`config.mk`:
```
export PLATFORM = sky130hd
export DESIGN_NAME = complex_mac_flat
export DESIGN_NICKNAME = d
export VERILOG_FILES = /design/src/logic/tri_inv_pkg.sv /design/src/logic/tri_inv_ifs.sv /design/src/logic/complex_mac.sv /design/src/flat_wrapper.sv
export VERILOG_INCLUDE_DIRS = /design/src /design/src/logic
export SDC_FILE = /design/constraint.sdc
export NUM_CORES = 2
export LEC_CHECK = 0
export ABC_AREA = 1
export BUFFER_PORTS_ARGS = -buffer_cell sky130_fd_sc_hd__buf_2
export CAP_MARGIN = 0
export CORE_ASPECT_RATIO = 1.4
export CORE_MARGIN = 2
export CORE_UTILIZATION = 67
export DETAILED_ROUTE_END_ITERATION = 8
export PLACE_DENSITY = 0.84
export REMOVE_ABC_BUFFERS = 1
export SYNTH_ARGS = -nofsm -noshare
export SYNTH_HDL_FRONTEND = slang
export SYNTH_SLANG_ARGS = --single-unit
```
`constraint.sdc`:
```
create_clock -name clk -period 10.2 [get_ports clk]
set_input_delay 1.53 -clock clk [delete_from_list [all_inputs] [get_ports clk]]
set_output_delay 1.53 -clock clk [all_outputs]
set_load 0.03 [all_outputs]
```
`src/logic/tri_inv_settings.svh`:
```
`ifndef TRI_INV_SETTINGS_SVH
`define TRI_INV_SETTINGS_SVH

// matrix dimension
`define TRI_N 4

// width of each real or imaginary part, signed
`define TRI_W 16

// fraction bits, value = v / 2**TRI_FRAC
`define TRI_FRAC 12

// mac accumulator width per part
`define TRI_ACC_W (2*`TRI_W+4)

`endif

```
`src/logic/tri_inv_pkg.sv`:
```
`include "tri_inv_settings.svh"

package tri_inv_pkg;

  typedef struct packed {
    logic signed [`TRI_W-1:0] re;
    logic signed [`TRI_W-1:0] im;
  } cplx_t;

  typedef enum logic [2:0] {
    IDLE,   // waiting for start
    FETCH,  // loading rows of L
    DIAG,   // reciprocal of each diagonal element
    INV,    // forward substitution
    OUT,    // streaming rows of X
    FAIL    // singular matrix, one cycle
  } state_t;

endpackage

```
`src/logic/tri_inv_ifs.sv`:
```


interface mac_if;
  tri_inv_pkg::cplx_t a;
  tri_inv_pkg::cplx_t b;
  logic               en;
  logic               clear;    // add product to zero instead of old sum
  tri_inv_pkg::cplx_t acc_out;  // saturated readout

  modport ctrl (
    output a, b, en, clear,
    input  acc_out
  );

  modport unit (
    input  a, b, en, clear,
    output acc_out
  );
endinterface

```
`src/logic/complex_mac.sv`:
```
`include "tri_inv_settings.svh"

module complex_mac (
  input logic clk,
  input logic rst_ni,
  mac_if.unit port
);

  logic signed [2*`TRI_W-1:0] p_rr;
  logic signed [2*`TRI_W-1:0] p_ii;
  logic signed [2*`TRI_W-1:0] p_ri;
  logic signed [2*`TRI_W-1:0] p_ir;
  logic signed [`TRI_ACC_W-1:0] prod_re;
  logic signed [`TRI_ACC_W-1:0] prod_im;
  logic signed [`TRI_ACC_W-1:0] acc_re_q;
  logic signed [`TRI_ACC_W-1:0] acc_im_q;

  // shift out the fraction, clamp symmetric
  function automatic logic signed [`TRI_W-1:0] sat_acc(input logic signed [`TRI_ACC_W-1:0] v);
    logic signed [`TRI_ACC_W-1:0] s;
    s = v >>> `TRI_FRAC;
    if (s > (2**(`TRI_W-1) - 1)) begin
      return 2**(`TRI_W-1) - 1;
    end else if (s < -(2**(`TRI_W-1) - 1)) begin
      return -(2**(`TRI_W-1) - 1);
    end
    return s[`TRI_W-1:0];
  endfunction

  assign p_rr = port.a.re * port.b.re;
  assign p_ii = port.a.im * port.b.im;
  assign p_ri = port.a.re * port.b.im;
  assign p_ir = port.a.im * port.b.re;

  assign prod_re = p_rr - p_ii;
  assign prod_im = p_ri + p_ir;

  always_ff @(posedge clk) begin
    if (!rst_ni) begin
      acc_re_q <= '0;
      acc_im_q <= '0;
    end else if (port.en) begin
      acc_re_q <= (port.clear ? '0 : acc_re_q) + prod_re;
      acc_im_q <= (port.clear ? '0 : acc_im_q) + prod_im;
    end
  end

  assign port.acc_out.re = sat_acc(acc_re_q);
  assign port.acc_out.im = sat_acc(acc_im_q);

endmodule

```
`src/flat_wrapper.sv`:
```
// flat-port wrapper written by rule: the top's interface ports become plain ports
module complex_mac_flat 
  (clk, rst_ni, port_a, port_b, port_en, port_clear, port_acc_out);
  mac_if port_i ();
  input logic clk;
  input logic rst_ni;
  input wire logic [$bits(port_i.a)-1:0] port_a;
  input wire logic [$bits(port_i.b)-1:0] port_b;
  input wire logic [$bits(port_i.en)-1:0] port_en;
  input wire logic [$bits(port_i.clear)-1:0] port_clear;
  output wire logic [$bits(port_i.acc_out)-1:0] port_acc_out;
  assign port_i.a = port_a;
  assign port_i.b = port_b;
  assign port_i.en = port_en;
  assign port_i.clear = port_clear;
  assign port_acc_out = port_i.acc_out;
  complex_mac u_core (.clk(clk), .rst_ni(rst_ni), .port(port_i));
endmodule
```
Word-level counts from Yosys, hierarchy flattened
Cells that the tools add are included.

cells by class
  $lt $le $gt $ge = 4
  multiplexer cells = 12
  multipliers = 4
  $add $sub $neg = 4

operator list
  kind                  number
  $mul 16x16->32        4
  $mux 16               6
  $add 36x36->36        2
  $mux 36               2
  $gt 24x16->1 const B  2
  $lt 24x16->1 const B  2
  $add 32x32->33        1
  $sub 32x32->33        1
  $mux 1                4

word-level totals
  register bits after elaboration = 72
  input port bits = 68
  output and inout port bits = 32
  word-level logic and storage cells = 26

Logic depth before layout (Yosys ltp)
  depth after elaboration = 4
  gate-level depth with buffers = 46
  gate-level depth less buffers = 45

Worst setup path after synthesis
OpenSTA, ideal clock, no wires.

  kind = input -> register
  from = input port port_a[15]
  to = register u_core.acc_re_q[35]
  setup time = 109 ps
  path buffers = 1
  cell stages on the path = 37
  slack = 718 ps
  arrival time = 9,373 ps
  required time = 10,091 ps
  cells stage by stage = clkbuf_1 -> nand2_1 -> inv_1 -> fa_1 -> inv_1 -> fa_1 -> inv_1 -> fa_1 -> inv_1 -> fa_1 -> fa_1 -> fa_1 -> fa_1 -> inv_1 -> fa_1 -> inv_1 -> ha_1 -> nand2_1 -> nor2_1 -> nand4_1 -> o21ai_2 -> a21oi_1 -> o21ai_1 -> nand3_1 -> nand2_1 -> xor2_1 -> ha_1 -> a21o_1 -> a31oi_1 -> o21ai_0 -> a21oi_1 -> nand3_1 -> xnor2_1 -> nand3b_1 -> nand3_1 -> nand2_1 -> inv_1

on the way
  word-level cells in the longest chain between the ends = 3

ends and longest elaborated chain
  what                    line               RTL
  start: declaration      flat_wrapper.sv:7  input wire logic [$bits(port_i.a)-1:0] port_a;
  $mul 16x16->32          complex_mac.sv:31  assign p_ii = port.a.im * port.b.im;
  $sub 32x32->33          complex_mac.sv:35  assign prod_re = p_rr - p_ii;
  $add 36x36->36          complex_mac.sv:43  acc_re_q <= (port.clear ? '0 : acc_re_q) + prod_re;
  end signal: assignment  complex_mac.sv:43
  end: declaration        complex_mac.sv:15  logic signed [`TRI_ACC_W-1:0] acc_re_q;

Every way passes these cells.
A chain may end at the register's enable or synchronous reset.

Final worst setup path
  from = input port port_b[2]
  to = register u_core.acc_im_q[27]

on the way
  word-level cells in the longest chain between the ends = 3

ends and longest elaborated chain
  what                    line               RTL
  start: declaration      flat_wrapper.sv:8  input wire logic [$bits(port_i.b)-1:0] port_b;
  $mul 16x16->32          complex_mac.sv:32  assign p_ri = port.a.re * port.b.im;
  $add 32x32->33          complex_mac.sv:36  assign prod_im = p_ri + p_ir;
  $add 36x36->36          complex_mac.sv:44  acc_im_q <= (port.clear ? '0 : acc_im_q) + prod_im;
  end signal: assignment  complex_mac.sv:44
  end: declaration        complex_mac.sv:16  logic signed [`TRI_ACC_W-1:0] acc_im_q;

Every way passes these cells.

==> key figures <==
Status
  – Status: finished, final reports clean

Finish
  – NumNets Final: 8,102
  – Fillers: roughly 5.6k
  – Layout area overhead: 7.02%
  – Most frequent cells in the layout: inv_1, nand2_1, fa_1
  – Commonest non-fill, non-tap cell in the layout: inv_1
  – Layout cells sized above 1: 6.90%

Worst setup path
  – CP max-delay cell: fa_1
  – Kind of critical path: primary input to flip-flop
  – R2R setup slack: just over 7 ns
  – Worst R2R End: u_core.acc_re_q[32]
  – CP arrival: 10.10 ns
  – Critical path buffers and inverters: 9
  – Crit-path leading delay family: adder cells
  – Crit path launch: port_b[2]
  – WP data required: approximately 10 ns
  – Worst path depth: 37
  – R2R cell count: 18
  – Critical path destination: u_core.acc_im_q[27]
  – Largest stage delay, worst path: around 0.70 ns
  – CP Capture Type: flip-flop
  – Crit-path max FO: 13
  – Startpoint class of the critical path: primary input
  – Most used cell, CP: fa_1
  – Reg-to-Reg Start: u_core.acc_re_q[0]

Logic synthesis
  – Synth Warn #: 0
  – Main combinational cell family by area after synthesis: adder cells
  – Synth Flop Type: dfxtp_1
  – Post-Synth XOR/XNOR Area: 2.11%
  – Synth Area in Simple Gates: between 10 and 15%
  – Post-synth EDFFs: 0
  – Post-synthesis compound-gate area fraction: 5.39%
  – Mapped cell area: between 0.04 and 0.05 mm^2
  – Adder-Cell Fraction of Synth Area: a little under three fifths
  – Post-synthesis mux area share: 0%
  – Library cells used by synthesis: just under 50
  – Sequential fraction of the synthesis area: 2.92%
  – Seq cells post-synth: 72
  – Post-synthesis async set-or-reset flop share: 0%
  – Cells after synthesis: 6,344
  – Syn avg cell area: slightly below 8 um^2

Clocking
  – Cts hold-fix bufs: 0
  – CTS Root Cell: clkbuf_16
  – H-tree levels: 3
  – Clk sinks: between 70 and 80
  – Clock-pin slew on the worst setup and hold paths: roughly 0.07 ns
  – Bufs on Longest Clock Path: 2
  – CTS tree: done
  – Clk_lat worst skew: 0.37 ns
  – Total CTS buffers: 9

Global route
  – Antenna violations before repair: 4
  – Number of global-route vias before repair: 45.5k
  – Pin count of the biggest net entering global routing: ~120
  – Total gr overflow: 0
  – Global-route wire length before repair: 237 mm
  – Overall Global Routing Usage: 41.4%

Hold path
  – Worst min path class: flip-flop to flip-flop
  – WHS Path Cells: 2

STA
  – Fmax achieved: a little over 100 MHz
  – Final cycle utilization of the critical path: 96.4%
  – Least-Margin Pin Slew: around 1.3 ns
  – Setup slack after layout: approximately 0.37 ns
  – Max_slew headroom: 15.4%
  – Pins Over Slew Limit: 0
  – Layout Skew: 0.0113 ns
  – Post-layout min period: just under 10 ns
  – Final hold vios: 0
  – RSZ-0062 raised after global routing: true
  – Final setup viols: 0

Floorplanning
  – Placeable Area: just over 0.07 mm^2
  – Die X-Extent: 233 um
  – Die area: 0.0758 mm^2
  – Std cell rows: around 120
  – Die Span Y: 325 um
  – Io pins: 100
  – Initial core utilization: 67.8%

Place
  – Pre-CTS setup slack: -0.0469 ns
  – # port buffers: a little under 100
  – DPL Wire Length: between 100 and 150 mm
  – Routability cong.: around 1

Routing
  – WL per Instance: 19.9 um
  – Remaining antenna violation count after routing: 0
  – DRT iter0 DRCs: roughly 3.5k
  – Drt drc: 0
  – Drt total wl: 148 mm
  – Routed vias/inst: between 5 and 6
  – Via count: roughly 41k
  – Pre-antenna DRT Iters: 6

Flow run
  – Number of max-cap violations: 0
## Yosys cell counts (all sizes together), types with 10 or more instances
library cell | n | area share (%)
xnor2 | 45 | 0.80
or2 | 10 | 0.13
clkbuf | 220 | 1.7
nor4 | 14 | 0.19
fa | 1175 | 48
nand4 | 27 | 0.34
dfxtp | 72 | 2.9
nor2 | 238 | 1.8
nand2 | 1349 | 10
o21bai | 19 | 0.29
a21boi | 11 | 0.18
a31oi | 16 | 0.22
o211ai | 18 | 0.27
inv | 2138 | 16
o21ai | 160 | 1.7
ha | 382 | 9.7
nand3 | 84 | 0.90
a21oi | 213 | 2.2
xor2 | 74 | 1.3
a21o | 19 | 0.29
nor3 | 25 | 0.25
## area by class of cell
class / count / area (um^2) / area share (%)
Multi-Input combinational cell: 3902 / 39100 / 74.0
Inverter: 2141 / 8040 / 15.2
Timing Repair Buffer: 351 / 2670 / 5.06
Sequential cell: 72 / 1440 / 2.73
Tap cell: 952 / 1190 / 2.26
Clock buffer: 9 / 225 / 0.427
Clock inverter: 7 / 125 / 0.237
Antenna cell: 2 / 5.00 / 0.00949
## repair_timing
item / CTS / global route
resized for setup: 0 / 61
endpoints found under the setup margin: 0 / 23
endpoints found under the hold margin: 0 / 0
buffers inserted: 0 / 0
## worst min-delay path by stage
| stage | from | end |
|---|---|---|
| finish | u_core.acc_im_q[0] | u_core.acc_im_q[0] |
| floorplan | u_core.acc_im_q[0] | u_core.acc_im_q[0] |
| detailed placement | u_core.acc_im_q[0] | u_core.acc_im_q[0] |
| global placement | u_core.acc_re_q[1] | u_core.acc_re_q[1] |
| global route | u_core.acc_im_q[0] | u_core.acc_im_q[0] |
| CTS | u_core.acc_im_q[0] | u_core.acc_im_q[0] |
## per-stage QoR
stage / TNS [ns] / area, um^2 / utilization (%) / hold WS (ns) / instances
floorplan: 0 / 48400 / - / 0.434 / 6115
global placement: 0 / 52200 / 71.8 / 0.444 / 7418
detailed placement: -0.111 / 52200 / 71.8 / 0.451 / 7418
CTS: 0 / 52600 / 72.2 / 0.460 / 7434
global route: -0.00517 / 52800 / 72.5 / 0.477 / 7434
finish: 0 / 52800 / 72.5 / 0.456 / 7436
## routing by layer
layer / global-route usage (%) / part of all wire (%)
met1: 46.5 / 32
met2: 67.5 / 48
met3: 8.44 / 9.2
met4: 34.3 / 11
met5: 0 / 0.018
## cells by family after synthesis
logic type | Yosys count
xor+xnor | 119
simple gates | 1755
flops | 72
buf+inv | 2370
fa+ha+maj | 1557
compound gates | 471
## worst reg2reg max path: stages, from the launching register on
cell and delay [ns]:
dfxtp_1 0.30, inv_1 0.06, nor2_1 0.04, ha_1 0.29, fa_1 0.59, nand3_1 0.14, nand2_1 0.09, nand2_1 0.07
nand2_1 0.15, a21oi_2 0.33, o21bai_1 0.15, nand3_1 0.09, nand2_1 0.12, nand2_1 0.09, nand2_1 0.06, a21oi_1 0.12
o21ai_1 0.09, nand2_1 0.06, inv_1 0.04
## registers in the layout, summed over array words and instances, names as in the netlist
register         count
u_core.acc_im_q     36
u_core.acc_re_q     36
Power is left out: the tool's default activity adds up to more than one toggle a clock period on the data nets, which glitch-free logic cannot reach.
