<file path="src/logic/tri_inv_settings.svh">
`ifndef TRI_INV_SETTINGS_SVH
`define TRI_INV_SETTINGS_SVH

// matrix dimension
`define TRI_N 4

// width of each real or imaginary part, signed
`define TRI_W 16

// fraction bits, value = v / 2**TRI_FRAC
`define TRI_FRAC 12

// mac accumulator width per part
`define TRI_ACC_W (2*`TRI_W+4)

`endif

</file>
<file path="src/logic/tri_inv_pkg.sv">
`include "tri_inv_settings.svh"

package tri_inv_pkg;

  typedef struct packed {
    logic signed [`TRI_W-1:0] re;
    logic signed [`TRI_W-1:0] im;
  } cplx_t;

  typedef enum logic [2:0] {
    IDLE,   // waiting for start
    FETCH,  // loading rows of L
    DIAG,   // reciprocal of each diagonal element
    INV,    // forward substitution
    OUT,    // streaming rows of X
    FAIL    // singular matrix, one cycle
  } state_t;

endpackage

</file>
<file path="src/logic/tri_inv_ifs.sv">
interface recip_if;
  tri_inv_pkg::cplx_t operand;
  logic               in_valid;
  logic               in_ready;
  tri_inv_pkg::cplx_t result;
  logic               out_valid;
  logic               singular;  // valid with out_valid
  logic               flush;

  modport ctrl (
    output operand, in_valid, flush,
    input  in_ready, result, out_valid, singular
  );

  modport unit (
    input  operand, in_valid, flush,
    output in_ready, result, out_valid, singular
  );
endinterface


</file>
<file path="src/logic/complex_recip.sv">
`include "tri_inv_settings.svh"

module complex_recip (
  input logic  clk,
  input logic  rst_ni,
  recip_if.unit port
);

  logic                          busy_q;
  logic                          valid_q;
  logic [$clog2(2*`TRI_W+1)-1:0] cnt_q;
  logic [4*`TRI_W:0]             st_re_q;  // {remainder, dividend/quotient}
  logic [4*`TRI_W:0]             st_im_q;
  logic [2*`TRI_W:0]             den_q;
  logic                          neg_re_q;
  logic                          neg_im_q;
  logic                          sing_q;
  tri_inv_pkg::cplx_t            res_q;

  logic signed [2*`TRI_W-1:0]    re_sq;
  logic signed [2*`TRI_W-1:0]    im_sq;
  logic [2*`TRI_W-1:0]           mag_sq;
  logic [`TRI_W-1:0]             abs_re;
  logic [`TRI_W-1:0]             abs_im;
  logic                          accept;

  // one restoring step, shifts a quotient bit in at the bottom
  function automatic logic [4*`TRI_W:0] div_step(input logic [4*`TRI_W:0] st,
                                                 input logic [2*`TRI_W:0] den);
    logic [4*`TRI_W:0] sh;
    sh = st << 1;
    if (sh[4*`TRI_W -: 2*`TRI_W+1] >= den) begin
      sh[4*`TRI_W -: 2*`TRI_W+1] = sh[4*`TRI_W -: 2*`TRI_W+1] - den;
      sh[0] = 1'b1;
    end
    return sh;
  endfunction

  function automatic logic signed [`TRI_W-1:0] sat_sign(input logic [2*`TRI_W-1:0] q,
                                                        input logic neg);
    logic signed [`TRI_W-1:0] mag;
    if (q > (2**(`TRI_W-1) - 1)) begin
      mag = 2**(`TRI_W-1) - 1;
    end else begin
      mag = q[`TRI_W-1:0];
    end
    return neg ? -mag : mag;
  endfunction

  assign accept = port.in_valid && !busy_q;

  assign re_sq  = port.operand.re * port.operand.re;
  assign im_sq  = port.operand.im * port.operand.im;
  assign mag_sq = re_sq + im_sq;  // fits unsigned, up to 2**(2W-1)
  assign abs_re = port.operand.re[`TRI_W-1] ? -port.operand.re : port.operand.re;
  assign abs_im = port.operand.im[`TRI_W-1] ? -port.operand.im : port.operand.im;

  always_ff @(posedge clk) begin
    if (!rst_ni) begin
      busy_q  <= 1'b0;
      valid_q <= 1'b0;
      cnt_q   <= '0;
    end else if (port.flush) begin
      busy_q  <= 1'b0;
      valid_q <= 1'b0;
      cnt_q   <= '0;
    end else begin
      valid_q <= 1'b0;
      if (accept) begin
        busy_q <= 1'b1;
        cnt_q  <= '0;
      end else if (busy_q) begin
        if (cnt_q == 2*`TRI_W) begin
          busy_q  <= 1'b0;
          valid_q <= 1'b1;
        end else begin
          cnt_q <= cnt_q + 1'b1;
        end
      end
    end
  end

  always_ff @(posedge clk) begin
    if (accept) begin
      st_re_q  <= (4*`TRI_W+1)'(abs_re) << (2*`TRI_FRAC);
      st_im_q  <= (4*`TRI_W+1)'(abs_im) << (2*`TRI_FRAC);
      den_q    <= {1'b0, mag_sq};
      neg_re_q <= port.operand.re[`TRI_W-1];
      neg_im_q <= ~port.operand.im[`TRI_W-1];  // numerator is -im
      sing_q   <= (mag_sq == '0);
    end else if (busy_q && cnt_q != 2*`TRI_W) begin
      st_re_q <= div_step(st_re_q, den_q);
      st_im_q <= div_step(st_im_q, den_q);
    end else if (busy_q) begin
      res_q.re <= sat_sign(st_re_q[2*`TRI_W-1:0], neg_re_q);
      res_q.im <= sat_sign(st_im_q[2*`TRI_W-1:0], neg_im_q);
    end
  end

  assign port.in_ready  = !busy_q;
  assign port.out_valid = valid_q;
  assign port.result    = res_q;
  assign port.singular  = sing_q;

endmodule

</file>
<file path="src/flat_wrapper.sv">
// flat-port wrapper written by rule: the top's interface ports become plain ports
module complex_recip_flat 
  (clk, rst_ni, port_operand, port_in_valid, port_flush, port_in_ready, port_result, port_out_valid, port_singular);
  recip_if port_i ();
  input logic clk;
  input logic rst_ni;
  input wire logic [$bits(port_i.operand)-1:0] port_operand;
  input wire logic [$bits(port_i.in_valid)-1:0] port_in_valid;
  input wire logic [$bits(port_i.flush)-1:0] port_flush;
  output wire logic [$bits(port_i.in_ready)-1:0] port_in_ready;
  output wire logic [$bits(port_i.result)-1:0] port_result;
  output wire logic [$bits(port_i.out_valid)-1:0] port_out_valid;
  output wire logic [$bits(port_i.singular)-1:0] port_singular;
  assign port_i.operand = port_operand;
  assign port_i.in_valid = port_in_valid;
  assign port_i.flush = port_flush;
  assign port_in_ready = port_i.in_ready;
  assign port_result = port_i.result;
  assign port_out_valid = port_i.out_valid;
  assign port_singular = port_i.singular;
  complex_recip u_core (.clk(clk), .rst_ni(rst_ni), .port(port_i));
endmodule
</file>
<file path="config.mk">
export PLATFORM = sky130hd
export DESIGN_NAME = complex_recip_flat
export DESIGN_NICKNAME = d
export VERILOG_FILES = /design/src/logic/tri_inv_pkg.sv /design/src/logic/tri_inv_ifs.sv /design/src/logic/complex_recip.sv /design/src/flat_wrapper.sv
export VERILOG_INCLUDE_DIRS = /design/src /design/src/logic
export SDC_FILE = /design/constraint.sdc
export NUM_CORES = 2
export LEC_CHECK = 0
export BUFFER_PORTS_ARGS = -buffer_cell sky130_fd_sc_hd__buf_4
export CAP_MARGIN = 20
export CORE_AREA = 2 2 252 304
export DETAILED_ROUTE_END_ITERATION = 8
export DIE_AREA = 0 0 254 306
export GPL_TIMING_DRIVEN = 0
export SLEW_MARGIN = 10
export SYNTH_ARGS = -nofsm -noshare
export SYNTH_HDL_FRONTEND = slang
export SYNTH_SLANG_ARGS = --single-unit
</file>
<file path="constraint.sdc">
create_clock -name clk -period 8.7 [get_ports clk]
set_input_delay 0.435 -clock clk [delete_from_list [all_inputs] [get_ports clk]]
set_output_delay 0.435 -clock clk [all_outputs]
set_load 0.05 [all_outputs]
</file>
## Word-level counts from Yosys, hierarchy flattened

Index checks and enable logic that the tools add are counted.

- Bits in registers: 203
- Input bits: 36
- Output and inout port bits: 35
- Word-level logic and storage cells: 69

- $add $sub $neg: 8
- Multiply operators: 2
- Magnitude comparators: 4
- Eq/ne operators: 2
- Multiplexer cells: 24
- Bitwise gates (word level): 6
- Reduce and logical (&&, ||, !) cells: 10

Operator list:

| kind | number |
|---|---|
| two-way mux 16 bit | 12 |
| two-way mux 40 bit | 4 |
| >= comparator 33 x 32 -> 1 bit | 2 |
| > comparator 32 x 15 -> 1 bit, second input constant | 2 |
| multiplier 16 x 16 -> 32 bit | 2 |
| two-way mux 32 bit | 2 |
| negation 16 bit | 4 |
| subtractor 32 bit | 2 |
| adder 32 bit | 1 |
| zero test 32 bit | 1 |
| adder 6 x 1 -> 6 bit, second input constant | 1 |
| == test 6 bit, second input constant | 1 |
| two-way mux 1 bit | 6 |
| != test 6 bit, second input constant | 1 |
| inverter 1 bit | 6 |
| OR reduction 4 bit | 1 |
| AND reduction 3 bit | 1 |
| OR reduction 3 bit | 1 |
| logical AND 1 bit | 2 |
| AND reduction 2 bit | 1 |
| nonzero test 2 bit | 1 |
| OR reduction 2 bit | 1 |
| zero test 1 bit | 1 |

## Logic depth before layout (Yosys ltp)

- Word-level depth: 7
- Gate-level depth with buffers: 30
- Gate-level depth less buffers: 27

## Worst setup path after synthesis

OpenSTA, ideal clock, no wires.

- Path kind: input port to flip-flop
- Start: input port_operand[0]
- End: register u_core.sing_q (netlist: u_core.port.singular), data pin
- Library setup time: 0.150 ns
- Data arrival time: 7.923 ns
- Required time: 8.550 ns
- Slack: 0.627 ns
- Cell stages on the path: 25
- Path buffers: 0
- Cells stage by stage: clkinv_1 nor2_1 fa_1 fa_1 inv_1 fa_1 inv_1 fa_1 fa_1 fa_1 fa_1 inv_1 fa_1 inv_1 ha_1 a21oi_1 nor2_1 a211oi_1 o211ai_1 a41oi_2 nor3_1 a2111o_1 xor2_1 or3_1 nor3_2

- Word-level cells in the longest chain between the ends: 3

RTL lines:

| what | RTL line | source |
|---|---|---|
| start: declaration | flat_wrapper.sv:7 | `input wire logic [$bits(port_i.operand)-1:0] port_operand;` |
| multiplier 16 x 16 -> 32 bit | complex_recip.sv:53 | `assign im_sq = port.operand.im * port.operand.im;` |
| adder 32 bit | complex_recip.sv:54 | `assign mag_sq = re_sq + im_sq;` |
| named net u_core.mag_sq[29] | complex_recip.sv:22 | `` logic [2*`TRI_W-1:0] mag_sq; `` |
| zero test 32 bit | complex_recip.sv:90 | `sing_q <= (mag_sq == '0);` |
| end signal: assignment | complex_recip.sv:90 |  |
| end: declaration | complex_recip.sv:17 | `logic sing_q;` |

The timed path passes the listed nets, and every way through them passes these cells.
A chain may end at the register's enable or synchronous reset.

## Worst setup path in the final report

- Start: input port_operand[31]
- End: register u_core.sing_q (netlist: u_core.port.singular), data pin

- Word-level cells in the longest chain between the ends: 3

RTL lines:

| what | RTL line | source |
|---|---|---|
| multiplier 16 x 16 -> 32 bit | complex_recip.sv:52 | `assign re_sq = port.operand.re * port.operand.re;` |
| adder 32 bit | complex_recip.sv:54 |  |
| named net u_core.mag_sq[30] | complex_recip.sv:22 |  |
| zero test 32 bit | complex_recip.sv:90 |  |

The timed path passes the listed nets, and every way through them passes these cells.

==> results by group <==
Synthesis
  • Post-Syn Area: between 0.02 and 0.03 sq mm
  • Synth warn: 0
  • Post-Syn Nets: ~4000
  • #FFs+latches synth: between 200 and 250
  • Main combinational cell family by area after synthesis: adder cells
  • Synth Area in XOR/XNOR: 4.16%
  • Mux cell area share after synthesis: 0.586%
  • Syn Area/Cell: ~9.2 sq um
  • Sequential area share after synthesis: 17.0%
  • Post-Syn Instances: approximately 3200
  • Ys async rst share: 0%
  • Post-synthesis compound-gate area fraction: 9.91%
  • Synth Area in Adders: between 40 and 50%
  • Synth cell types: 76
  • Simple-gate share of the synthesized area: 13.4%
  • Main synth FF type: dfxtp_1
  • Post-synth EDFFs: 99

GRT
  • Residual overflow from global routing: 0
  • Most used routing layer: met2
  • First-pass GRT wire length: 130 mm
  • Vias in the first global route: 23570
  • Pin count of the biggest net entering global routing: 36
  • M3 GR Usage: 2.08%
  • Met1 Use GR: 26.5%
  • Met2 global-route usage: 38.4%
  • Initial antenna violation count: 6
  • GR Util All Layers: a little over a fifth

STA
  • Period utilisation layout: around 98%
  • Slew headroom: 36.2%
  • Clock Skews: 0.0169 ns
  • Slew Limit Fails: 0
  • Fin crit period: 8.49 ns
  • Final Hold Fails: 0
  • Worst slew pin tran: 0.957 ns
  • RSZ-0062 raised after global routing: no
  • TNS Setup: 0 ns
  • Fmax: 0.118 GHz
  • Final setup viols: 0

Worst setup path
  • RR Endpoint: u_core.st_im_q[39]
  • R2R depth: 13
  • Setup crit end kind: flop
  • Crit start category: input port
  • WS Path Type: in2reg
  • CP max FO: 10
  • Worst r2r src: u_core.den_q[1]
  • Critical Path AT: 8.75 ns
  • Worst EP required: between 8 and 9 ns
  • R2R setup slack: 4.08 ns

Route
  • Drt initial violations: ~1100
  • # DRC: 0
  • Vias/cell: approximately 5
  • Routed len/inst: 18.7 microns
  • Total Wirelength: around 80 mm
  • ANT nets after route: 0
  • First-pass DRT Iterations: 5
  • Vias: 22003

Clock network
  • CTS tree: done
  • CTS Hold Buffers Added: 0
  • Worst-case clock buffer depth: 3
  • Clock-pin slew on the worst setup and hold paths: 0.07 ns
  • CTS Buf Count: 21
  • H-Tree Depth: 1
  • Clock Latency Late Sink: 0.53 ns
  • Clock Root Buffer: clkbuf_16
  • Clk sinks: 203

Layout
  • Most common cell after layout, fill and taps aside: inv_1
  • Filler Cells Inserted: 7438
  • Post-Layout Cell Count: 4329
  • Area grow syn2layout: 8.78%
  • Share of layout cells above drive strength 1: 5.30%
  • Final nets: between 4000 and 5000
  • Most frequent cells in the layout: inv_1, fa_1, nand2_1

Worst hold path
  • Hold WC Path Type: in2reg
  • WHS Endpoint: u_core.busy_q
  • Hold path start: rst_ni
  • Worst Hold Depth: 3

Floorplanning
  • # rows: 110
  • I/O Pins: 71
  • Initial Utilization: just under 40%
  • Core area: 0.0746 sq mm
  • Die Wd: around 250 microns
  • Die height: between 300 and 400 microns
  • Die Footprint: 0.0777 sq mm

Run
  • Maximum Capacitance Violations: 0

Placement
  • HPWL after DPL: 70.4 mm
  • GPL Wtd Cong: 0.973
  • Placed insts: 4298
  • Port buffer count: 67

Status
  • Status: finished clean
==> cell families after synthesis <==
kind of cell	count (synthesis)
simple gates	853
buf+inv	805
fa+ha+maj	745
compound gates	453
flops	203
xor+xnor	141
mux	17
other cells	1
==> through the flow <==
step | setup slack (ns) | area, sq um | util (%) | hold WS, ns
3_3_place_gp | -1.40 | 31400 | 42.2 | 0.440
5_1_grt | 0.000385 | 32300 | 43.3 | 0.240
3_5_place_dp | -1.14 | 31600 | 42.3 | 0.447
2_1_floorplan | 0.627 | 29700 | - | 0.431
4_1_cts | 0.0183 | 32300 | 43.2 | 0.231
6_report | 0.205 | 32300 | 43.3 | 0.231
==> Yosys cell counts, drive strengths merged, types with 6 or more instances <==
master,number,share of area [%]
inv,679,8.6
fa,524,35
nand2,361,4.6
ha,221,9.3
nor2,143,1.8
a21oi,124,2.2
o21ai,114,1.9
clkbuf,109,1.4
dfxtp,104,7.0
edfxtp,99,10
and2,88,1.9
xnor2,87,2.6
nand3,78,1.3
xor2,54,1.6
nor3,38,0.66
a21o,34,0.86
nor2b,29,0.61
o31ai,24,0.61
or3,23,0.48
a31oi,18,0.40
nand2b,17,0.36
mux2i,14,0.47
o22ai,14,0.30
or2,14,0.30
a22o,13,0.38
nand4,13,0.27
nor4,13,0.27
o21a,12,0.30
o311ai,12,0.35
a211oi,11,0.28
buf,11,0.17
or4,10,0.25
a32oi,9,0.27
and3,9,0.19
o21bai,9,0.23
o41ai,8,0.24
o211ai,7,0.19
a31o,6,0.18
clkinv,6,0.076
nor3b,6,0.15
o31a,6,0.18
==> metal layers <==
layer	vias up	share of wire [%]	wire [microns]
met5	-	0.062	50
met4	8	4.5	3650
met3	170	4.1	3330
met2	474	50	40800
met1	10976	41	33000
li1	10375	-	-
==> sequential cells by signal, indices dropped and copies added (netlist names) <==
register / cells
u_core.port.singular: 1
u_core.cnt_q: 6
u_core.neg_im_q: 1
u_core.st_im_q: 64
u_core.port.result: 32
u_core.busy_q: 1
u_core.st_re_q: 64
u_core.den_q: 32
u_core.port.out_valid: 1
u_core.neg_re_q: 1
==> timing repair <==
| action | in CTS | in global routing |
|---|---|---|
| setup buffers | 0 | 5 |
| setup endpoints to repair | 3 | 2 |
| pin swaps | 0 | 0 |
| gates resized for setup | 16 | 16 |
==> critical path, cell delays in order <==
cell,delay [ns]
buf_4,0.24
clkbuf_1,0.36
clkbuf_1,0.43
nor2b_1,0.24
fa_1,0.43
inv_1,0.09
fa_1,0.43
fa_1,0.50
inv_1,0.05
fa_1,0.48
fa_1,0.58
fa_1,0.45
fa_1,0.55
inv_1,0.05
fa_1,0.58
inv_1,0.06
ha_1,0.26
or3_1,0.38
a2111oi_2,0.53
o21ai_1,0.24
a21oi_1,0.38
o31ai_1,0.18
or4b_1,0.48
nand3_1,0.13
nand4b_1,0.14
nor3_2,0.05
==> worst max path at each step <==
stage / start / endpoint / slack (ns) / cells past startpoint
after global placement: port_operand[0] / u_core.port.singular / -1.40 / 25
after floorplan: port_operand[0] / u_core.port.singular / 0.63 / 25
after detailed placement: port_operand[9] / u_core.port.singular / -1.14 / 26
final: port_operand[31] / u_core.port.singular / 0.21 / 26
after global routing: port_operand[24] / u_core.port.singular / 0.0004 / 28
after CTS: port_operand[27] / u_core.port.singular / 0.02 / 26
==> final cells by class <==
cell class | instances | area, sq um | share of cell area (%)
antenna | 1 | 2.50 | 0.00775
buffer | 107 | 439 | 1.36
clock buffer | 23 | 554 | 1.72
clock inverter | 15 | 145 | 0.450
inverter | 685 | 2570 | 7.98
multi-input combinational | 2210 | 21600 | 67.0
sequential | 203 | 5050 | 15.7
tap | 1008 | 1260 | 3.91
timing repair buffer | 77 | 638 | 1.98
Power is left out: the tool's default activity adds up to more than one toggle a clock period on the data nets, which glitch-free logic cannot reach.
