--- config.mk ---
export PLATFORM = sky130hd
export DESIGN_NAME = tri_inv_ctrl_flat
export DESIGN_NICKNAME = d
export VERILOG_FILES = /design/src/logic/tri_inv_pkg.sv /design/src/logic/tri_inv_ifs.sv /design/src/logic/tri_inv_ctrl.sv /design/src/flat_wrapper.sv
export VERILOG_INCLUDE_DIRS = /design/src /design/src/logic
export SDC_FILE = /design/constraint.sdc
export NUM_CORES = 2
export LEC_CHECK = 0
export ABC_CLOCK_PERIOD_IN_PS = 11400
export BUFFER_PORTS_ARGS = -buffer_cell sky130_fd_sc_hd__clkbuf_2
export CAP_MARGIN = 0
export CORE_MARGIN = 2
export CORE_UTILIZATION = 30
export DETAILED_ROUTE_END_ITERATION = 10
export SYNTH_ARGS = -nofsm -noshare
export SYNTH_HDL_FRONTEND = slang
export SYNTH_SLANG_ARGS = --single-unit
--- constraint.sdc ---
create_clock -name clk -period 11.4 [get_ports clk]
set_input_delay 2.28 -clock clk [delete_from_list [all_inputs] [get_ports clk]]
set_output_delay 2.28 -clock clk [all_outputs]
set_load 0.005 [all_outputs]
--- src/logic/tri_inv_settings.svh ---
`ifndef TRI_INV_SETTINGS_SVH
`define TRI_INV_SETTINGS_SVH

// matrix dimension
`define TRI_N 4

// width of each real or imaginary part, signed
`define TRI_W 16

// fraction bits, value = v / 2**TRI_FRAC
`define TRI_FRAC 12

// mac accumulator width per part
`define TRI_ACC_W (2*`TRI_W+4)

`endif

--- src/logic/tri_inv_pkg.sv ---
`include "tri_inv_settings.svh"

package tri_inv_pkg;

  typedef struct packed {
    logic signed [`TRI_W-1:0] re;
    logic signed [`TRI_W-1:0] im;
  } cplx_t;

  typedef enum logic [2:0] {
    IDLE,   // waiting for start
    FETCH,  // loading rows of L
    DIAG,   // reciprocal of each diagonal element
    INV,    // forward substitution
    OUT,    // streaming rows of X
    FAIL    // singular matrix, one cycle
  } state_t;

endpackage

--- src/logic/tri_inv_ifs.sv ---
interface recip_if;
  tri_inv_pkg::cplx_t operand;
  logic               in_valid;
  logic               in_ready;
  tri_inv_pkg::cplx_t result;
  logic               out_valid;
  logic               singular;  // valid with out_valid
  logic               flush;

  modport ctrl (
    output operand, in_valid, flush,
    input  in_ready, result, out_valid, singular
  );

  modport unit (
    input  operand, in_valid, flush,
    output in_ready, result, out_valid, singular
  );
endinterface

interface mac_if;
  tri_inv_pkg::cplx_t a;
  tri_inv_pkg::cplx_t b;
  logic               en;
  logic               clear;    // add product to zero instead of old sum
  tri_inv_pkg::cplx_t acc_out;  // saturated readout

  modport ctrl (
    output a, b, en, clear,
    input  acc_out
  );

  modport unit (
    input  a, b, en, clear,
    output acc_out
  );
endinterface

--- src/logic/tri_inv_ctrl.sv ---
`include "tri_inv_settings.svh"

module tri_inv_ctrl (
  input  logic                                 clk,
  input  logic                                 rst_ni,
  input  logic                                 start_i,
  input  logic                                 flush_i,
  input  tri_inv_pkg::cplx_t [`TRI_N-1:0]      mat_row_i,
  input  logic                                 mat_row_valid_i,
  input  logic [$clog2(`TRI_N)-1:0]            mat_row_addr_i,
  output logic                                 mat_row_req_o,
  output logic [$clog2(`TRI_N)-1:0]            mat_row_addr_o,
  output tri_inv_pkg::cplx_t [`TRI_N-1:0]      inv_row_o,
  output logic [$clog2(`TRI_N)-1:0]            inv_row_addr_o,
  output logic                                 inv_row_valid_o,
  output logic                                 busy_o,
  output logic                                 error_o,
  recip_if.ctrl                                recip,
  mac_if.ctrl                                  mac
);

  typedef logic [$clog2(`TRI_N)-1:0] idx_t;
  typedef enum logic [1:0] {STEP_ACC, STEP_MUL, STEP_STORE} step_t;

  tri_inv_pkg::state_t state_q;
  step_t               step_q;
  idx_t                idx_q;  // row address in FETCH, DIAG and OUT
  idx_t                i_q;
  idx_t                j_q;
  idx_t                k_q;
  logic                sent_q;  // diagonal operand handed to recip unit

  tri_inv_pkg::cplx_t  l_bank [`TRI_N][`TRI_N];
  tri_inv_pkg::cplx_t  x_bank [`TRI_N][`TRI_N];
  tri_inv_pkg::cplx_t  diag_q [`TRI_N];
  tri_inv_pkg::cplx_t  x_kj;
  tri_inv_pkg::cplx_t  x_new;
  logic                row_hit;

  assign row_hit = mat_row_valid_i && (mat_row_addr_i == idx_q);
  assign x_kj    = (k_q == j_q) ? diag_q[j_q] : x_bank[k_q][j_q];
  assign x_new.re = -mac.acc_out.re;
  assign x_new.im = -mac.acc_out.im;

  assign recip.operand  = l_bank[idx_q][idx_q];
  assign recip.in_valid = (state_q == tri_inv_pkg::DIAG) && !sent_q;
  assign recip.flush    = flush_i;

  always_comb begin
    mac.a     = l_bank[i_q][k_q];
    mac.b     = x_kj;
    mac.en    = 1'b0;
    mac.clear = 1'b0;
    if (state_q == tri_inv_pkg::INV) begin
      if (step_q == STEP_ACC) begin
        mac.en    = 1'b1;
        mac.clear = (k_q == j_q);  // first term of the sum
      end else if (step_q == STEP_MUL) begin
        mac.a     = diag_q[i_q];
        mac.b     = mac.acc_out;
        mac.en    = 1'b1;
        mac.clear = 1'b1;
      end
    end
  end

  always_ff @(posedge clk) begin
    if (!rst_ni) begin
      state_q <= tri_inv_pkg::IDLE;
      step_q  <= STEP_ACC;
      idx_q   <= '0;
      i_q     <= '0;
      j_q     <= '0;
      k_q     <= '0;
      sent_q  <= 1'b0;
    end else if (flush_i) begin
      state_q <= tri_inv_pkg::IDLE;
      sent_q  <= 1'b0;
    end else begin
      case (state_q)
        tri_inv_pkg::IDLE: begin
          if (start_i) begin
            state_q <= tri_inv_pkg::FETCH;
            idx_q   <= '0;
          end
        end
        tri_inv_pkg::FETCH: begin
          if (row_hit) begin
            idx_q <= idx_q + 1'b1;  // wraps to 0 after the last row
            if (idx_q == idx_t'(`TRI_N-1)) state_q <= tri_inv_pkg::DIAG;
          end
        end
        tri_inv_pkg::DIAG: begin
          if (recip.in_valid && recip.in_ready) sent_q <= 1'b1;
          if (recip.out_valid) begin
            sent_q <= 1'b0;
            idx_q  <= idx_q + 1'b1;
            if (recip.singular) begin
              state_q <= tri_inv_pkg::FAIL;
            end else if (idx_q == idx_t'(`TRI_N-1)) begin
              state_q <= tri_inv_pkg::INV;
              step_q  <= STEP_ACC;
              j_q     <= '0;
              i_q     <= idx_t'(1);
              k_q     <= '0;
            end
          end
        end
        tri_inv_pkg::INV: begin
          case (step_q)
            STEP_ACC: begin
              k_q <= k_q + 1'b1;
              if (k_q == i_q - 1'b1) step_q <= STEP_MUL;
            end
            STEP_MUL: step_q <= STEP_STORE;
            default: begin
              step_q <= STEP_ACC;
              if (i_q == idx_t'(`TRI_N-1)) begin
                if (j_q == idx_t'(`TRI_N-2)) begin
                  state_q <= tri_inv_pkg::OUT;
                  idx_q   <= '0;
                end else begin
                  j_q <= j_q + 1'b1;
                  i_q <= j_q + 2'd2;
                  k_q <= j_q + 1'b1;
                end
              end else begin
                i_q <= i_q + 1'b1;
                k_q <= j_q;
              end
            end
          endcase
        end
        tri_inv_pkg::OUT: begin
          idx_q <= idx_q + 1'b1;
          if (idx_q == idx_t'(`TRI_N-1)) state_q <= tri_inv_pkg::IDLE;
        end
        default: state_q <= tri_inv_pkg::IDLE;  // FAIL lasts one cycle
      endcase
    end
  end

  always_ff @(posedge clk) begin
    if (state_q == tri_inv_pkg::FETCH && row_hit) begin
      for (int c = 0; c < `TRI_N; c++) begin
        if (idx_t'(c) <= idx_q) l_bank[idx_q][c] <= mat_row_i[c];  // lower triangle only
      end
    end
    if (state_q == tri_inv_pkg::DIAG && recip.out_valid) diag_q[idx_q] <= recip.result;
    if (state_q == tri_inv_pkg::INV && step_q == STEP_STORE) x_bank[i_q][j_q] <= x_new;
  end

  always_comb begin
    for (int c = 0; c < `TRI_N; c++) begin
      if (idx_t'(c) == idx_q) begin
        inv_row_o[c] = diag_q[idx_q];
      end else if (idx_t'(c) < idx_q) begin
        inv_row_o[c] = x_bank[idx_q][c];
      end else begin
        inv_row_o[c] = '0;
      end
    end
  end

  assign mat_row_req_o   = (state_q == tri_inv_pkg::FETCH);
  assign mat_row_addr_o  = idx_q;
  assign inv_row_addr_o  = idx_q;
  assign inv_row_valid_o = (state_q == tri_inv_pkg::OUT);
  assign busy_o          = (state_q != tri_inv_pkg::IDLE);
  assign error_o         = (state_q == tri_inv_pkg::FAIL);

endmodule

--- src/flat_wrapper.sv ---
// flat-port wrapper written by rule: the top's interface ports become plain ports
module tri_inv_ctrl_flat 
  (clk, rst_ni, start_i, flush_i, mat_row_i, mat_row_valid_i, mat_row_addr_i, mat_row_req_o, mat_row_addr_o, inv_row_o, inv_row_addr_o, inv_row_valid_o, busy_o, error_o, recip_operand, recip_in_valid, recip_flush, recip_in_ready, recip_result, recip_out_valid, recip_singular, mac_a, mac_b, mac_en, mac_clear, mac_acc_out);
  recip_if recip_i ();
  mac_if mac_i ();
  input  logic clk;
  input  logic rst_ni;
  input  logic start_i;
  input  logic flush_i;
  input  tri_inv_pkg::cplx_t [`TRI_N-1:0] mat_row_i;
  input  logic mat_row_valid_i;
  input  logic [$clog2(`TRI_N)-1:0] mat_row_addr_i;
  output logic mat_row_req_o;
  output logic [$clog2(`TRI_N)-1:0] mat_row_addr_o;
  output tri_inv_pkg::cplx_t [`TRI_N-1:0] inv_row_o;
  output logic [$clog2(`TRI_N)-1:0] inv_row_addr_o;
  output logic inv_row_valid_o;
  output logic busy_o;
  output logic error_o;
  output wire logic [$bits(recip_i.operand)-1:0] recip_operand;
  output wire logic [$bits(recip_i.in_valid)-1:0] recip_in_valid;
  output wire logic [$bits(recip_i.flush)-1:0] recip_flush;
  input wire logic [$bits(recip_i.in_ready)-1:0] recip_in_ready;
  input wire logic [$bits(recip_i.result)-1:0] recip_result;
  input wire logic [$bits(recip_i.out_valid)-1:0] recip_out_valid;
  input wire logic [$bits(recip_i.singular)-1:0] recip_singular;
  output wire logic [$bits(mac_i.a)-1:0] mac_a;
  output wire logic [$bits(mac_i.b)-1:0] mac_b;
  output wire logic [$bits(mac_i.en)-1:0] mac_en;
  output wire logic [$bits(mac_i.clear)-1:0] mac_clear;
  input wire logic [$bits(mac_i.acc_out)-1:0] mac_acc_out;
  assign recip_operand = recip_i.operand;
  assign recip_in_valid = recip_i.in_valid;
  assign recip_flush = recip_i.flush;
  assign recip_i.in_ready = recip_in_ready;
  assign recip_i.result = recip_result;
  assign recip_i.out_valid = recip_out_valid;
  assign recip_i.singular = recip_singular;
  assign mac_a = mac_i.a;
  assign mac_b = mac_i.b;
  assign mac_en = mac_i.en;
  assign mac_clear = mac_i.clear;
  assign mac_i.acc_out = mac_acc_out;
  tri_inv_ctrl u_core (.clk(clk), .rst_ni(rst_ni), .start_i(start_i), .flush_i(flush_i), .mat_row_i(mat_row_i), .mat_row_valid_i(mat_row_valid_i), .mat_row_addr_i(mat_row_addr_i), .mat_row_req_o(mat_row_req_o), .mat_row_addr_o(mat_row_addr_o), .inv_row_o(inv_row_o), .inv_row_addr_o(inv_row_addr_o), .inv_row_valid_o(inv_row_valid_o), .busy_o(busy_o), .error_o(error_o), .recip(recip_i), .mac(mac_i));
endmodule
Word level (Yosys, flattened, before mapping)
Memories as Yosys holds them, arrays and structs flattened. A register that Yosys moved wholly into a read port is not among the register bits.
Index checks and enable logic that the tools add are counted.

operators by class
  order comparisons = 12
  equal/unequal tests = 32
  add/sub/neg operators = 8
  bitwise operators = 5
  mux-type cells = 101
  reduce and logical (&&, ||, !) cells = 24

operator list
  cell                                                                   number
  32-bit two-way mux                                                     22
  32-bit binary-select mux with 2-bit select                             3
  128-bit two-way mux                                                    1
  2-bit two-way mux                                                      34
  32-bit demux with 2-bit select                                         1
  16-bit negator                                                         2
  3-bit two-way mux                                                      10
  2-bit case mux with 2 select lines                                     6
  1-bit two-way mux                                                      22
  8-bit AND reduction                                                    2
  3-bit case mux with 5 select lines                                     1
  7-bit AND reduction                                                    2
  2-bit by 1-bit != test with 1-bit output, second input constant        6
  2-bit != test, second input constant                                   6
  2-bit case mux with 5 select lines                                     1
  3-bit >= comparator, second input constant                             3
  2-bit inverter with 3-bit output                                       3
  9-bit AND reduction                                                    1
  2-bit by 1-bit adder with 2-bit output, second input constant          4
  2-bit equality test, second input constant                             4
  1-bit logical AND                                                      7
  2-bit equality test                                                    3
  3-bit by 2-bit equality test with 1-bit output, second input constant  2
  3-bit equality test, second input constant                             2
  24 further kinds                                                       34

word-level totals
  memories kept = 3
  flip-flop bits (word level) = 14
  bits in writable memories = 1,152
  output and inout port bits = 236
  input port bits = 202

memories
  name           words  width  rd ports  clocked after memory_dff  wr ports  line                text
  u_core.l_bank  4      128    2         2                         1         tri_inv_ctrl.sv:33  tri_inv_pkg::cplx_t l_bank [`TRI_N][`TRI_N];
  u_core.x_bank  4      128    2         2                         1         tri_inv_ctrl.sv:34  tri_inv_pkg::cplx_t x_bank [`TRI_N][`TRI_N];
  u_core.diag_q  4      32     3         3                         1         tri_inv_ctrl.sv:35  tri_inv_pkg::cplx_t diag_q [`TRI_N];

Longest topological paths before layout
  depth in word-level cells = 8
  gate-level depth with buffers = 7
  mapped depth without buffers = 6

Worst setup path before layout
OpenSTA, ideal clock, no wires.

  path type = input to register
  from = input mat_row_addr_i[1]
  to = memory u_core.l_bank[0][32] (netlist name) (enable)
  required time = 10,975 ps
  setup slack = 5,686 ps
  buffers on the path = 0
  arrival time = 5,290 ps
  stages = 4
  library setup time = 425 ps
  cell sequence = xor2_1 > nor4_2 > and2_1 > nor2b_1

between the ends
  longest elaborated chain between the ends = 5

ends and longest elaborated chain
  what                                     line                 text
  from (decl)                              flat_wrapper.sv:12   input logic [$clog2(`TRI_N)-1:0] mat_row_addr_i;
  2-bit equality test                      tri_inv_ctrl.sv:40   assign row_hit = mat_row_valid_i && (mat_row_addr_i == idx_q);
  1-bit logical AND                        tri_inv_ctrl.sv:40
  1-bit logical AND                        tri_inv_ctrl.sv:144  if (state_q == tri_inv_pkg::FETCH && row_hit) begin
  1-bit two-way mux                        tri_inv_ctrl.sv:144
  1-bit two-way mux (implied by the code)  tri_inv_ctrl.sv:146  if (idx_t'(c) <= idx_q) l_bank[idx_q][c] <= mat_row_i[c];
  to (decl)                                tri_inv_ctrl.sv:33

Every way passes these cells.

==> flow_summary.yaml <==
outcome:
  run_status: "completed"
routing:
  detail_route.first_pass.iterations: 7
  drt-wirelength-per-cell_um: 33.10
  routed-via-count: 31480
  drt_iter0_drc: 3109
  drt-vias-per-instance: 5.519
  detail-route-antenna-nets: 0
  detail_route.wirelength_mm: 188.8
  post-route-drc-count: 0
cts:
  clock_tree_from_tritoncts: "done"
  cts-buffers-inserted: 118
  cts.reportedPaths.clkPinSlew_ns: 0.06
  cts-resized-gates: 0
  root_buffer: "clkbuf_16"
  cts_hold_repair.buffers: 0
  clock_sinks: 1174
  cts_setup_buffers: 0
  htreeDepth: 3
  ctsLongestPathBuffers: 3
  worstSkewPairLatency_ns: 0.75
setup_path:
  critPathArrivalTime_ns: 4.30
  endpoint_required_time_on_the_critical_path_ns: 9.12
  critical_path_class: "register to primary output"
  rr_worst_depth: 5
  critical_path.endpoint_type: "primary output"
  worstSetupStartpointType: "register"
  timing.critical_path.fanout_max: 86
power_and_ir_drop:
  clk_network_pwr_share: 0.435
  power_switching_mw: 1.860
  netSwitchingFraction: 0.2098
  p_seq_frac: 0.537
  internal_power_mw: 7.006
  combPwrFrac: 0.028
  leakage_nw: 19.98
  pwr_density_cell_nw_per_um2: 138.6
  ir_drop_mv: 0.1259
timing:
  clock-skew-final_ns: 0.02134
  setup_violations: 0
  setup_total_negative_slack_ns: 0
  clock.fmax_ghz: 0.1519
  worst_hold_slack_ns: 0.5075
  hold_viol: 0
  worst_pin_slew_ns: 1.450
  final.period_utilization: 0.5774
  slew-limit-headroom: 0.02662
  rsz0062_at_grt: "no"
  timing.final.ws_setup_ns: 4.818
  slew_violations: 0
  final.min_clock_period_ns: 6.582
synth:
  postSynthCellCount: 2761
  post-synth-top-area-fraction: 0.6287
  synth_top_cell_by_area: "edfxtp_1"
  netlist_top_cells_area: "edfxtp_1, mux4_2, mux2_2"
  dominantRegCellSynth: "edfxtp_1"
  yosysUniqueCellTypes: 56
  yosysMostFrequentCell: "edfxtp_1"
  synth_edf_count: 1152
  yosysWarnings: 0
  list_of_most_frequent_post_synthesis_cells: "edfxtp_1, mux4_2, clkbuf_1, nor2_1, buf_2"
  synth.avg_cell_area_sq_um: 19.93
  synth_seq_cells: 1174
  syn-cell-area_sq_um: 55020
  postSynth.asyncResetShare: 0
  synth_seq_area_share: 0.6367
layout:
  fill_cells: 17010
  finalCoreUtilization: 0.3500
  areaGrowthSynthToFinish_pct: 16.23
  final_layout_size_suffix_gt1_frac: 0.4311
  finalNetCount: 3405
  final_design_area_no_fill_sq_um: 63950
place:
  post_place_instance_area_sq_um: 60090
  final_weighted_congestion_in_routability_driven_placement: 0.8086
  dp_hpwl_mm: 119.4
  io_buffers: 437
  placement.setup.worst_slack_ns: 5.403
floorplanning:
  dieWidth_um: 432.3
  initial_utilization: 0.3012
  die_area_sq_um: 186800
  core_sq_um: 182700
  floorplan.io_pins: 438
  num_rows: 157
  die_y_um: 432.3
run:
  timing.max_cap.violations: 0
global_routing:
  initial_antenna_violation_count: 52
  via_count_of_the_first_global_routing_pass: 32020
  grt_max_degree: 132
  grt_pass1_wl_mm: 256.9
  sum_of_overflow_across_all_layers_after_global_routing: 0
  groute.usage.overall: 0.1982
hold_path:
  min_path_type: "register to register"
  worstHoldPathCells: 2
metal layers:
layer / global-route usage / wire length (um) / up-vias
met5: 0 / 167 / -
met4: 0.1317 / 12500 / 28
met3: 0.02688 / 10440 / 355
met2: 0.3454 / 98350 / 1294
met1: 0.2274 / 67330 / 16970
li1: - / - / 12830
per-stage QoR:
stage | instances | total power [mW]
after CTS | 5670 | 8.931
after global placement | 5454 | 5.093
final | 5704 | 8.866
after global routing | 5700 | 9.092
after floorplan | 2792 | 4.968
after detailed placement | 5454 | 5.099
registers in the layout, summed over array words and instances (netlist names), named ones only:
signal and cells:
u_core.diag_q 128, u_core.i_q 2, u_core.inv_row_addr_o 2, u_core.j_q 2, u_core.k_q 2, u_core.l_bank 512, u_core.sent_q 1, u_core.state_q 3
u_core.step_q 2, u_core.x_bank 512
worst max-delay path, stage by stage (launching register included):
cell and delay (ns):
dfxtp_4 0.73, buf_12 0.60, buf_4 0.82, mux4_2 0.61, mux4_2 0.56, clkbuf_2 0.15
worst paths after layout:
kind | from | end | slack [ns]
worst max-delay path | register | recip_operand[26] | 4.82
worst min-delay path | u_core.sent_q | u_core.sent_q | 0.51
worst max register to register | u_core.inv_row_addr_o[1] | u_core.diag_q[0][6] | 7.32
worst min register to register | u_core.sent_q | u_core.sent_q | 0.51
power by group through the flow:
stage | registers [mW] | logic (mW) | clock network [mW]
floorplan | 4.85 | 0.117 | 0
global placement | 4.85 | 0.239 | 0
detailed placement | 4.85 | 0.245 | 0
CTS | 4.76 | 0.246 | 3.92
global route | 4.76 | 0.262 | 4.07
finish | 4.76 | 0.245 | 3.86
cell type report:
cell class | instances | area, sq um | area share
Antenna cell | 34 | 85.08 | 0.001330
Multi-Input combinational cell | 1373 | 19210 | 0.3004
Tap cell | 2385 | 2984 | 0.04666
Clock buffer | 142 | 3085 | 0.04825
Clock inverter | 74 | 686.9 | 0.01074
Timing Repair Buffer | 503 | 2758 | 0.04312
Sequential cell | 1174 | 35060 | 0.5483
Inverter | 19 | 73.82 | 0.001154
kinds of logic after synthesis:
logic type	share of synthesized area
flip-flops	0.6367
multiplexers	0.2689
AND/OR/NAND/NOR	0.03195
AO/OA/AOI/OAI	0.03447
buffers and inverters	0.01897
XOR/XNOR	0.005731
adder cells (fa/ha/maj)	0.003184
other	0.00006816
layout by cell type, fill, tap and decap left out, types with 38 or more instances in the layout:
cell / instances
mux4_2: 608
clkbuf_2: 437
mux2_2: 64
a22o_1: 64
mux2i_1: 38
clkbuf_16: 120
and2_1: 65
a31oi_1: 60
buf_4: 60
nor2_1: 78
edfxtp_1: 1152
Power figures use the tool's default switching activity.
